[config.mk]
export PLATFORM = sky130hd
export DESIGN_NAME = rv_predecode
export DESIGN_NICKNAME = d
export VERILOG_FILES = /design/src/hdl/rv_pkg.sv /design/src/hdl/rv_predecode.sv
export SDC_FILE = /design/constraint.sdc
export NUM_CORES = 1
export LEC_CHECK = 0
export ABC_CLOCK_PERIOD_IN_PS = 2500
export BUFFER_PORTS_ARGS = -buffer_cell sky130_fd_sc_hd__buf_4
export CORE_AREA = 2 2 74 76
export CTS_CLUSTER_DIAMETER = 30
export CTS_CLUSTER_SIZE = 10
export DETAILED_ROUTE_END_ITERATION = 12
export DIE_AREA = 0 0 76 78
export HOLD_SLACK_MARGIN = 0.1
export PLACE_DENSITY_LB_ADDON = 0.12
export SLEW_MARGIN = 10
export SYNTH_ARGS = -nofsm -noshare
export SYNTH_HDL_FRONTEND = slang
export SYNTH_SLANG_ARGS = --single-unit
[constraint.sdc]
create_clock -name i_clk -period 2.5 [get_ports i_clk]
set_input_delay 0.125 -clock i_clk [delete_from_list [all_inputs] [get_ports i_clk]]
set_output_delay 0.125 -clock i_clk [all_outputs]
set_load 0.02 [all_outputs]
[src/hdl/rv_pkg.sv]
`default_nettype none

package rv_pkg;

    // one instruction as handed on by the fetch unit
    typedef struct packed {
        logic [31:0] pc;
        logic [31:0] instruction;  // compressed ones sit in the low half
        logic        valid;
    } fetch_bus_t;

    // major instruction classes seen by the predecode stage
    typedef enum logic [3:0] {
        OPC_LOAD,
        OPC_STORE,
        OPC_BRANCH,
        OPC_JAL,
        OPC_JALR,
        OPC_OP,
        OPC_OP_IMM,
        OPC_LUI,
        OPC_AUIPC,
        OPC_SYSTEM,
        OPC_COMPRESSED,
        OPC_OTHER
    } opclass_e;

    // low two bits of every full-size instruction
    localparam logic [1:0] RV32_OPC_DET = 2'b11;

    // major opcodes found in bits 6:2 of a full-size instruction
    typedef enum logic [4:0] {
        RV32_OPC_LOAD   = 5'b00000,
        RV32_OPC_OP_IMM = 5'b00100,
        RV32_OPC_AUIPC  = 5'b00101,
        RV32_OPC_STORE  = 5'b01000,
        RV32_OPC_OP     = 5'b01100,
        RV32_OPC_LUI    = 5'b01101,
        RV32_OPC_BRANCH = 5'b11000,
        RV32_OPC_JALR   = 5'b11001,
        RV32_OPC_JAL    = 5'b11011,
        RV32_OPC_SYSTEM = 5'b11100
    } rv32_opcode_e;

endpackage

`default_nettype wire

[src/hdl/rv_predecode.sv]
`timescale 1ns/10ps
`default_nettype none

module rv_predecode
(
    input  wire                       i_clk,
    input  wire                       i_reset_n,
    input  wire rv_pkg::fetch_bus_t   i_bus,
    output logic                      o_valid,
    output logic [31:0]               o_pc,
    output logic [31:0]               o_instruction,
    output logic                      o_compressed,
    output rv_pkg::opclass_e          o_opclass
);

    logic             is_comp;
    rv_pkg::opclass_e opclass;

    assign is_comp = i_bus.instruction[1:0] != rv_pkg::RV32_OPC_DET;

    always_comb
    begin
        if (is_comp)
            opclass = rv_pkg::OPC_COMPRESSED;
        else
        begin
            case (i_bus.instruction[6:2])
                rv_pkg::RV32_OPC_LOAD:   opclass = rv_pkg::OPC_LOAD;
                rv_pkg::RV32_OPC_STORE:  opclass = rv_pkg::OPC_STORE;
                rv_pkg::RV32_OPC_BRANCH: opclass = rv_pkg::OPC_BRANCH;
                rv_pkg::RV32_OPC_JAL:    opclass = rv_pkg::OPC_JAL;
                rv_pkg::RV32_OPC_JALR:   opclass = rv_pkg::OPC_JALR;
                rv_pkg::RV32_OPC_OP:     opclass = rv_pkg::OPC_OP;
                rv_pkg::RV32_OPC_OP_IMM: opclass = rv_pkg::OPC_OP_IMM;
                rv_pkg::RV32_OPC_LUI:    opclass = rv_pkg::OPC_LUI;
                rv_pkg::RV32_OPC_AUIPC:  opclass = rv_pkg::OPC_AUIPC;
                rv_pkg::RV32_OPC_SYSTEM: opclass = rv_pkg::OPC_SYSTEM;
                default:                 opclass = rv_pkg::OPC_OTHER;  // fence, amo and the like
            endcase
        end
    end

    always_ff @(posedge i_clk)
    begin
        if (!i_reset_n)
            o_valid <= 1'b0;
        else
            o_valid <= i_bus.valid;
    end

    // payload only moves with a delivery and holds otherwise
    always_ff @(posedge i_clk)
    begin
        if (i_bus.valid)
        begin
            o_pc          <= i_bus.pc;
            o_instruction <= i_bus.instruction;
            o_compressed  <= is_comp;
            o_opclass     <= opclass;
        end
    end

endmodule

`default_nettype wire

==> results.cfg <==
[synthesis]
synth_cell_types = 21
yosysWarnings = 0
ys_ff_latch = 70
synth_area_per_cell_um2 = 24.1
netlist_area_um2 = 2240
yosysTopAreaCell = edfxtp_1
synthCells = 93
synth_area_leaders = edfxtp_1 92%, dfxtp_1 0.89%, o21bai_1 0.67%, nor2b_1 0.56%, a2111o_1 0.50%
synth_fp_nets = 160
yosysTopAreaCellShare_pct = 92.3
ys_seq_area_share_pct = 93.2

[worst_hold_path]
worstHoldStart = i_bus[0]
min_to = o_instruction[5]
min_path_cells = 1
hp-class = primary input to flop

[status]
status = completed

[pwr]
leakage_nw = 1.76
p_comb_share_pct = 17.1
swShare_pct = 23.6
vdd_ir_drop_max_mv = 0.467
p_int_mw = 2.08
switchingPower_mw = 0.645
powerDensity_nw_per_um2 = 654
clockPowerShare_pct = 30.9
p_seq_share_pct = 52.0
power_mw = 2.73

[global_routing]
antenna_found_initial = 0
busiest_layer = met2
grt_usage_pct = 22.1
grt_max_degree = 71
grt_pass1_vias = 1833
use_met2_pct = 41.8
grt_pass1_wl_mm = 9.51
use_met3_pct = 5.58
met1_usage_pct = 22.4
grt-ovfl-total = 0

[finish]
fillers = 262
antenna_cells = 0
syn_to_final_growth_pct = 85.8
layout_commonest_cell = buf_4
drive_gt1_share_pct = 48.4
final_cell_mix = 136 x buf_4, 69 x edfxtp_1, 65 x dlygate4sd3_1
finalNetCount = 370
fin_util_pct = 82.7

[drt]
wirelength_mm = 6.32
drtIter0Drc = 87
ant_nets = 0
dr.pass1.iters = 4
routed_via_density = 4.54
vias = 1717
routedWlPerCell_um = 16.7
drc = 0

[clock_tree]
cts_tree = yes
cts_num_sinks = 70
clock_path_buffers = 2
clkTransAtPathRegs_ns = 0.07
cts_root_buf = clkbuf_8
cts-resized-gates = 0
htree_num_levels = 3
numCtsBuffers = 9
ctsHoldBuffers = 65
post-cts-setup-buffers = 0

[timing]
setup_ws_ns = 1.12
period_share_pct = 55.0
drv_slew = 0
finalHoldViolCount = 0
report.final.setup_viol = 0
finalSetupTns_ns = 0
relSlewSlack_pct = 44.2
tightest_slew_ns = 0.838
post-route-min-period_ns = 1.38
rsz0062_at_grt = false
max_freq_mhz = 727

[critical_path]
crit_type = primary input to flop
cpLargestDelayFamily = buffers and inverters
critPathSlowestCell = dlygate4sd3_1
crit_chain = dlygate4sd3_1, buf_4, nor2_1, mux2i_1, a2111o_1
endpoint_kind = flop
crit_required_ns = 2.58
cp_data_arrival_time_ns = 1.45
cpPeakStageDelay_ns = 0.56
worstPathMaxFanout = 10
crit_buf_inv = 2
cp-start-kind = primary input

[placement]
gp_congestion = 0.724
io_buffers = 136
post-dp-hpwl_mm = 3.62
place_ws_ns = 1.30

[die]
die_h_um = 78
initial_utilization_pct = 44.5
io_pins = 137
die_area_um2 = 5930
rows = 26
die_w_um = 76
core_um2 = 5040

[flow_run]
maxCapViolations = 0
## synthesized netlist by cell type (all sizes together)
master / number
edfxtp: 69
o21bai: 2
a2111o: 1
a31oi: 1
nor2: 1
a32oi: 1
nor2b: 2
or2b: 1
mux2i: 1
o2111a: 1
inv: 2
dfxtp: 1
nor3: 1
nand2: 2
a211oi: 1
o31ai: 1
buf: 2
a21oi: 1
nand3b: 1
and2: 1
## area by class of cell
type / instances / area [um2] / share of cell area, %
flip-flops and latches: 70 / 2090 / 50.2
repair buffers: 201 / 1670 / 40.1
multi-input cells: 19 / 133 / 3.18
clock buffers: 10 / 128 / 3.06
well taps: 70 / 87.6 / 2.10
clock inverters: 6 / 52.6 / 1.26
inverters: 2 / 7.51 / 0.180
## cell families after synthesis
family,Yosys count,share of synthesized area [%]
DFF,70,93.2
AOI/OAI and AO/OA,9,3.23
and+or+nand+nor,9,2.23
buffers and inverters,4,0.892
muxes,1,0.446
## worst max path at each step
stage | start | to | slack, ns | depth (start not counted)
6_report | i_bus[6] | o_opclass[1] | 1.12 | 5
3_5_place_dp | i_bus[0] | o_pc[3] | 1.30 | 1
5_1_grt | i_bus[6] | o_opclass[1] | 1.11 | 5
4_1_cts | i_bus[7] | o_opclass[1] | 1.17 | 5
2_1_floorplan | i_bus[7] | o_opclass[1] | 1.43 | 4
3_3_place_gp | i_bus[0] | o_pc[20] | 1.36 | 1
## state kept, by name, indices dropped and copies added (netlist names)
name,cells
o_instruction,32
o_opclass,4
o_compressed,1
o_pc,32
o_valid,1
## power by group through the flow
stage	Sequential, mW	Clock (mW)	Combinational [mW]
after floorplan	1.56	0	0.0161
after global placement	1.44	0	0.369
after detailed placement	1.44	0	0.379
after CTS	1.42	0.852	0.462
after global routing	1.43	0.904	0.487
final	1.42	0.843	0.467
## per-layer routing
layer / vias to the layer above / wire [um] / share of wire (%)
met1: 822 / 2200 / 35
met5: - / 0 / 0
met2: 89 / 3610 / 57
met4: 0 / 157 / 2.5
li1: 792 / - / -
met3: 14 / 355 / 5.6
## stage by stage
step	cells	hold slack (ns)	instance area, um2
floorplan	93	0.224	2240
global placement	297	0.304	3340
detailed placement	297	0.304	3340
CTS	378	0.439	4170
global route	378	0.451	4170
finish	378	0.431	4170
Note: power is estimated with default switching activity, not from simulation.
