===== config.mk =====
export PLATFORM = sky130hd
export DESIGN_NAME = rv_fetch_flat
export DESIGN_NICKNAME = d
export VERILOG_FILES = /design/src/hdl/rv_pkg.sv /design/src/hdl/fetch_mem_if.sv /design/src/hdl/rv_fetch.sv /design/src/flat_wrapper.sv
export SDC_FILE = /design/constraint.sdc
export NUM_CORES = 1
export LEC_CHECK = 0
export ABC_AREA = 1
export BUFFER_PORTS_ARGS = -buffer_cell sky130_fd_sc_hd__buf_2
export CORE_MARGIN = 1
export CORE_UTILIZATION = 25
export DETAILED_ROUTE_END_ITERATION = 8
export GPL_TIMING_DRIVEN = 0
export PLACE_DENSITY_LB_ADDON = 0.25
export SYNTH_ARGS = -nofsm -noshare
export SYNTH_HDL_FRONTEND = slang
export SYNTH_SLANG_ARGS = --single-unit
export TNS_END_PERCENT = 5

===== constraint.sdc =====
create_clock -name i_clk -period 3.8 [get_ports i_clk]
set_clock_uncertainty 0.05 [all_clocks]
set_input_delay 0.38 -clock i_clk [delete_from_list [all_inputs] [get_ports i_clk]]
set_output_delay 0.38 -clock i_clk [all_outputs]
set_load 0.02 [all_outputs]

===== src/hdl/rv_pkg.sv =====
`default_nettype none

package rv_pkg;

    // one instruction as handed on by the fetch unit
    typedef struct packed {
        logic [31:0] pc;
        logic [31:0] instruction;  // compressed ones sit in the low half
        logic        valid;
    } fetch_bus_t;

    // major instruction classes seen by the predecode stage
    typedef enum logic [3:0] {
        OPC_LOAD,
        OPC_STORE,
        OPC_BRANCH,
        OPC_JAL,
        OPC_JALR,
        OPC_OP,
        OPC_OP_IMM,
        OPC_LUI,
        OPC_AUIPC,
        OPC_SYSTEM,
        OPC_COMPRESSED,
        OPC_OTHER
    } opclass_e;

    // low two bits of every full-size instruction
    localparam logic [1:0] RV32_OPC_DET = 2'b11;

    // major opcodes found in bits 6:2 of a full-size instruction
    typedef enum logic [4:0] {
        RV32_OPC_LOAD   = 5'b00000,
        RV32_OPC_OP_IMM = 5'b00100,
        RV32_OPC_AUIPC  = 5'b00101,
        RV32_OPC_STORE  = 5'b01000,
        RV32_OPC_OP     = 5'b01100,
        RV32_OPC_LUI    = 5'b01101,
        RV32_OPC_BRANCH = 5'b11000,
        RV32_OPC_JALR   = 5'b11001,
        RV32_OPC_JAL    = 5'b11011,
        RV32_OPC_SYSTEM = 5'b11100
    } rv32_opcode_e;

endpackage

`default_nettype wire


===== src/hdl/fetch_mem_if.sv =====
`timescale 1ns/10ps
`default_nettype none

interface fetch_mem_if;

    logic [31:0] addr;         // byte address whose bits 1:0 the memory drops
    logic        cyc;          // request level, one word per cycle it is high
    logic [31:0] instruction;  // read data, valid with ack
    logic        ack;          // one pulse per accepted request

    modport fetch
    (
        output addr,
        output cyc,
        input  instruction,
        input  ack
    );

    modport mem
    (
        input  addr,
        input  cyc,
        output instruction,
        output ack
    );

endinterface

`default_nettype wire


===== src/hdl/rv_fetch.sv =====
`timescale 1ns/10ps
`default_nettype none

module rv_fetch
#(
    parameter logic [31:0] RESET_ADDR = 32'h0000_0000
)
(
    input  wire                i_clk,
    input  wire                i_reset_n,
    input  wire                i_pc_select,
    input  wire         [31:0] i_pc_target,
    input  wire                i_pc_inc,
    fetch_mem_if.fetch         bus,
    output rv_pkg::fetch_bus_t o_bus
);

    localparam int BUF_PARCELS = 8;
    localparam int CNT_BITS    = $clog2(BUF_PARCELS) + 1;

    logic [31:0]                  fetch_pc;
    logic [31:0]                  pc_incr;
    logic                         bus_cyc;
    logic                         issue_next;
    logic                         req_live;
    logic                         req_half;

    logic [BUF_PARCELS-1:0][15:0] parcel_buf;
    logic [BUF_PARCELS-1:0][15:0] parcel_buf_next;
    logic [CNT_BITS-1:0]          buf_cnt;
    logic [CNT_BITS-1:0]          buf_cnt_next;
    logic [CNT_BITS-1:0]          wr_pos;
    logic [31:0]                  head_pc;

    logic                         word_in;
    logic [1:0]                   wr_n;
    logic                         head_comp;
    logic [1:0]                   head_len;
    logic                         head_ready;
    logic                         deliver;
    logic [1:0]                   rd_n;

    // ==================================================================
    // bus side
    // ==================================================================

    assign bus.addr = fetch_pc;
    assign bus.cyc  = bus_cyc;

    // a halfword target only needs the rest of its word
    assign pc_incr = fetch_pc[1] ? 32'd2 : 32'd4;

    // keep room for the word in flight and the next one
    assign issue_next = i_pc_inc &&
        ((int'(buf_cnt_next) + (bus_cyc ? 2 : 0) + 2) <= BUF_PARCELS);

    always_ff @(posedge i_clk)
    begin
        if (!i_reset_n)
        begin
            fetch_pc <= RESET_ADDR;
            bus_cyc  <= 1'b1;  // first fetch starts right out of reset
            req_live <= 1'b0;
        end
        else if (i_pc_select)
        begin
            fetch_pc <= i_pc_target;
            bus_cyc  <= 1'b1;
            req_live <= 1'b0;  // the word asked for now belongs to the old path
        end
        else
        begin
            if (bus_cyc)
            begin
                fetch_pc <= fetch_pc + pc_incr;
            end
            bus_cyc  <= issue_next;
            req_live <= bus_cyc;
        end
    end

    // ==================================================================
    // parcel buffer
    // ==================================================================

    assign word_in = bus.ack & req_live;
    assign wr_n    = !word_in ? 2'd0 : (req_half ? 2'd1 : 2'd2);

    assign head_comp  = parcel_buf[0][1:0] != rv_pkg::RV32_OPC_DET;
    assign head_len   = head_comp ? 2'd1 : 2'd2;
    assign head_ready = (buf_cnt != '0) && (head_comp || (buf_cnt >= CNT_BITS'(2)));
    assign deliver    = head_ready & i_pc_inc & !i_pc_select;
    assign rd_n       = deliver ? head_len : 2'd0;

    assign wr_pos       = buf_cnt - CNT_BITS'(rd_n);
    assign buf_cnt_next = wr_pos + CNT_BITS'(wr_n);

    // shift out the delivered parcels, then append the new word behind
    always_comb
    begin
        parcel_buf_next = parcel_buf >> (16 * rd_n);
        for (int i = 0; i < BUF_PARCELS; i++)
        begin
            if (word_in && (CNT_BITS'(i) == wr_pos))
            begin
                parcel_buf_next[i] = req_half ? bus.instruction[31:16]
                                              : bus.instruction[15:0];
            end
            else if (word_in && !req_half && (CNT_BITS'(i) == wr_pos + 1'b1))
            begin
                parcel_buf_next[i] = bus.instruction[31:16];
            end
        end
    end

    always_ff @(posedge i_clk)
    begin
        parcel_buf <= parcel_buf_next;
        req_half   <= fetch_pc[1];  // alignment of the request going out now
    end

    always_ff @(posedge i_clk)
    begin
        if (!i_reset_n)
        begin
            buf_cnt <= '0;
            head_pc <= RESET_ADDR;
        end
        else if (i_pc_select)
        begin
            buf_cnt <= '0;
            head_pc <= i_pc_target;
        end
        else
        begin
            buf_cnt <= buf_cnt_next;
            if (deliver)
            begin
                head_pc <= head_pc + (head_comp ? 32'd2 : 32'd4);
            end
        end
    end

    // ==================================================================
    // delivery
    // ==================================================================

    assign o_bus.pc          = head_pc;
    assign o_bus.instruction = head_comp ? {16'h0000, parcel_buf[0]}
                                         : {parcel_buf[1], parcel_buf[0]};
    assign o_bus.valid       = deliver;

endmodule

`default_nettype wire


===== src/flat_wrapper.sv =====
// flat-port wrapper written by rule: the top's interface ports become plain ports
module rv_fetch_flat 
#(
    parameter logic [31:0] RESET_ADDR = 32'h0000_0000
)
  (i_clk, i_reset_n, i_pc_select, i_pc_target, i_pc_inc, o_bus, bus_addr, bus_cyc, bus_instruction, bus_ack);
  fetch_mem_if bus_i ();
  input  wire i_clk;
  input  wire i_reset_n;
  input  wire i_pc_select;
  input  wire         [31:0] i_pc_target;
  input  wire i_pc_inc;
  output rv_pkg::fetch_bus_t o_bus;
  output wire logic [$bits(bus_i.addr)-1:0] bus_addr;
  output wire logic [$bits(bus_i.cyc)-1:0] bus_cyc;
  input wire logic [$bits(bus_i.instruction)-1:0] bus_instruction;
  input wire logic [$bits(bus_i.ack)-1:0] bus_ack;
  assign bus_addr = bus_i.addr;
  assign bus_cyc = bus_i.cyc;
  assign bus_i.instruction = bus_instruction;
  assign bus_i.ack = bus_ack;
  rv_fetch #(.RESET_ADDR(RESET_ADDR)) u_core (.i_clk(i_clk), .i_reset_n(i_reset_n), .i_pc_select(i_pc_select), .i_pc_target(i_pc_target), .i_pc_inc(i_pc_inc), .bus(bus_i), .o_bus(o_bus));
endmodule

==> metrics.txt <==
Synth area leader=dfxtp_1; largest net degree at the start of global routing=21; DR DRC count=0; setup slack, reg-to-reg=150 ps; Seq/Total Area, Yosys=32.34%; gpl congestion=~0.94; post-route insts no fill=3124; Async SR Flop Fraction=0%; synthesized area per cell=5.984 um^2; grt met1 use=approximately 28%; vias in the first global route=about 14k; dpl cells=between 3k and 4k; min Tclk post-route=~3700 ps; clk sink count=around 200; CTS tree=yes; outcome=completed; Clock Path Buffers=2; Global Route Usage Sum=21.64%; kind of critical path=reg2reg; Mapped Area=about 13000 um^2; first-pass GRT wire length=between 80 and 90 mm; Routed Antenna Nets=0; worst ir drop on vdd=about 260 uV; Power Density=between 300 and 400 nW/um^2; worst hold slack=about 140 ps; num rows=between 80 and 90; GRT Max-Usage Layer=met2; GRT met3 Usage=around 1.9%; final net count=around 2.5k; top post-synthesis cells by area=dfxtp_1 (25%), nand2_1 (19%), nor2_1 (13%); crit-path max FO=20; latest clock arrival within the worst-skew pair=between 400 and 500 ps; routed via count=about 15k; Slew Limit Fails=0; R2R cell count=15; Port Buffer Count=approximately 170; Required @ worst endpoint=3910 ps; pre-CTS worst setup slack=-1063 ps; Total Power=approximately 6200 uW; Hold Crit Depth=3; die width=~230 um; Critical Path AT=about 3800 ps; Synth top cells by count=nand2_1 (690), nor2_1 (468), nand3_1 (231), dfxtp_1 (167), a21oi_1 (144); # fillers=around 6.0k; Mapped Nets=about 2.3k; Worst slew margin=between 20 and 30%; met2 GRT Util=a little under two fifths; Crit Reg-Reg Endpoint=u_core.parcel_buf[12]; Die ar.=54160 um^2; Area Overhead vs Synth=18.67%; Core ar.=52550 um^2; Synth top area share=around 25%; most common cell in the synthesized netlist=nand2_1; CTS root buffer=clkbuf_16; DRT Pass-1 Iters=6; antenna violations before repair=1; highest clock rate=roughly 270 MHz; Worst-path clk slew=approximately 90 ps; Worst Slack Setup Final=about 150 ps; depth of the CTS H-tree=4; layout cells sized above 1=13.63%; CP Capture Type=register; final worst-path cycle share=96.10%; leak pwr=about 0.0074 uW; initial core utilization=about a quarter; initial DRC count=about 1.4k; Worst Hold Endpoint=u_core.bus.addr[0]; Yosys cell types=37; post-DR wirelength/cell=~19 um; top-level I/O count=167; Ant. Diodes=0; drt total wl=~59 mm; ys flop type=dfxtp_1; number of synthesized flops with an enable pin=32; final hold violations=0; Post-Synthesis Cells=about 2.2k; Hold WC Path Type=in2reg; hold_sp=i_pc_target[0]; Num CTS Buffers=17; Vias/cell=a little under 5; Yosys reg bits=about 200; MaxCap Viol Count=0; Setup violations, final=0; DP HPWL=around 48 mm; # hold bufs at CTS=0; die height=~230 um; aggregate global routing overflow=0; launch point of the worst reg-to-reg path=u_core.parcel_buf[1]; Worst Setup Start Kind=register; Worst Tran Pin Value=about 1100 ps; Yosys warnings=0
[placed cells by master, fill, tap and decap left out, types with 5 or more instances in the layout]
master / count
nand2_1: 688
nor2_1: 466
nand3_1: 231
buf_2: 204
dfxtp_1: 167
a21oi_1: 144
inv_1: 127
clkbuf_1: 49
buf_4: 40
o21ai_0: 35
nor3_1: 35
xor2_1: 32
edfxtp_1: 32
a31oi_1: 20
inv_2: 19
o21ai_1: 18
clkbuf_16: 17
a21boi_0: 15
nand4_1: 14
ha_1: 10
xnor2_1: 6
inv_6: 6
nand2_2: 5
nor2_4: 5
[flip-flops by register name, indices dropped and copies added, names as in the netlist]
| register | cells |
|---|---|
| u_core.bus.cyc | 1 |
| u_core.req_live | 1 |
| u_core.parcel_buf | 128 |
| u_core.head_pc | 32 |
| u_core.req_half | 1 |
| u_core.buf_cnt | 4 |
| u_core.bus.addr | 32 |
[how the worst max path moves through the flow]
| stage | startpoint | end | slack (ps) | depth (start not counted) |
|---|---|---|---|---|
| after CTS | u_core.parcel_buf[1] | u_core.bus.cyc | 4 | 20 |
| after floorplan | u_core.parcel_buf[0] | u_core.parcel_buf[0] | 150 | 17 |
| after detailed placement | i_pc_select | u_core.parcel_buf[8] | -1060 | 16 |
| after global placement | i_pc_select | u_core.parcel_buf[25] | -1060 | 15 |
| final | u_core.parcel_buf[1] | u_core.parcel_buf[12] | 150 | 15 |
| after global routing | u_core.parcel_buf[1] | u_core.bus.cyc | -30 | 20 |
[metrics by stage]
| step | area (um^2) | utilization (%) | TNS (ps) |
|---|---|---|---|
| floorplan | 13310 | - | 0 |
| global placement | 15000 | 28.55 | -80380 |
| detailed placement | 15000 | 28.55 | -81750 |
| CTS | 15720 | 29.91 | 0 |
| global route | 15790 | 30.05 | -76.69 |
| finish | 15790 | 30.05 | 0 |
[cell type report]
class | instances | area [um^2] | area share, %
repair buffers | 181 | 968.4 | 6.132
clock inverters | 14 | 153.9 | 0.9744
clock buffers | 18 | 439.2 | 2.781
well taps | 688 | 860.8 | 5.450
multi-input cells | 1756 | 7889 | 49.95
inverters | 147 | 554.3 | 3.509
flip-flops and latches | 199 | 4304 | 27.25
plain buffers | 121 | 624.3 | 3.953
[cells by family (layout without fill, tap and decap cells)]
logic type | after synthesis | after routing | synth area share, %
simple gates | 1466 | 1467 | 45.42
compound gates | 236 | 236 | 9.401
xor+xnor | 38 | 38 | 2.501
buf+inv | 270 | 481 | 8.762
flops | 199 | 199 | 32.34
fa+ha+maj | 15 | 15 | 1.579
[per-layer routing]
metal  wire length, um  vias to the layer above
li1                  -                     7502
met5                 0                        -
met2             28540                      492
met1             26060                     7008
met3              2708                       57
met4              1411                        0
[repair_timing]
action                     4_1_cts  5_1_grt
hold endpoints to repair         0        0
cloned                           1        0
pin swaps                        4        6
gates resized for setup         13        8
buffers inserted                 7        8
setup endpoints to repair      161       94
[worst max-delay path: stages (launching register included)]
cell	delay, ps
edfxtp_1	420
nand2_2	130
nand2_1	70
nand3_2	90
nand3_4	130
nor2_4	220
inv_2	50
buf_4	230
fa_2	620
inv_1	80
nor2_2	230
nand3_1	180
nor2_4	240
clkbuf_4	240
nor2_1	100
nand2_2	250
[power by group]
group	switching (uW)	total, uW	internal [uW]
clock	1010	1960	955
sequential	229	2740	2510
combinational	902	1460	557
Power figures use the tool's default switching activity.
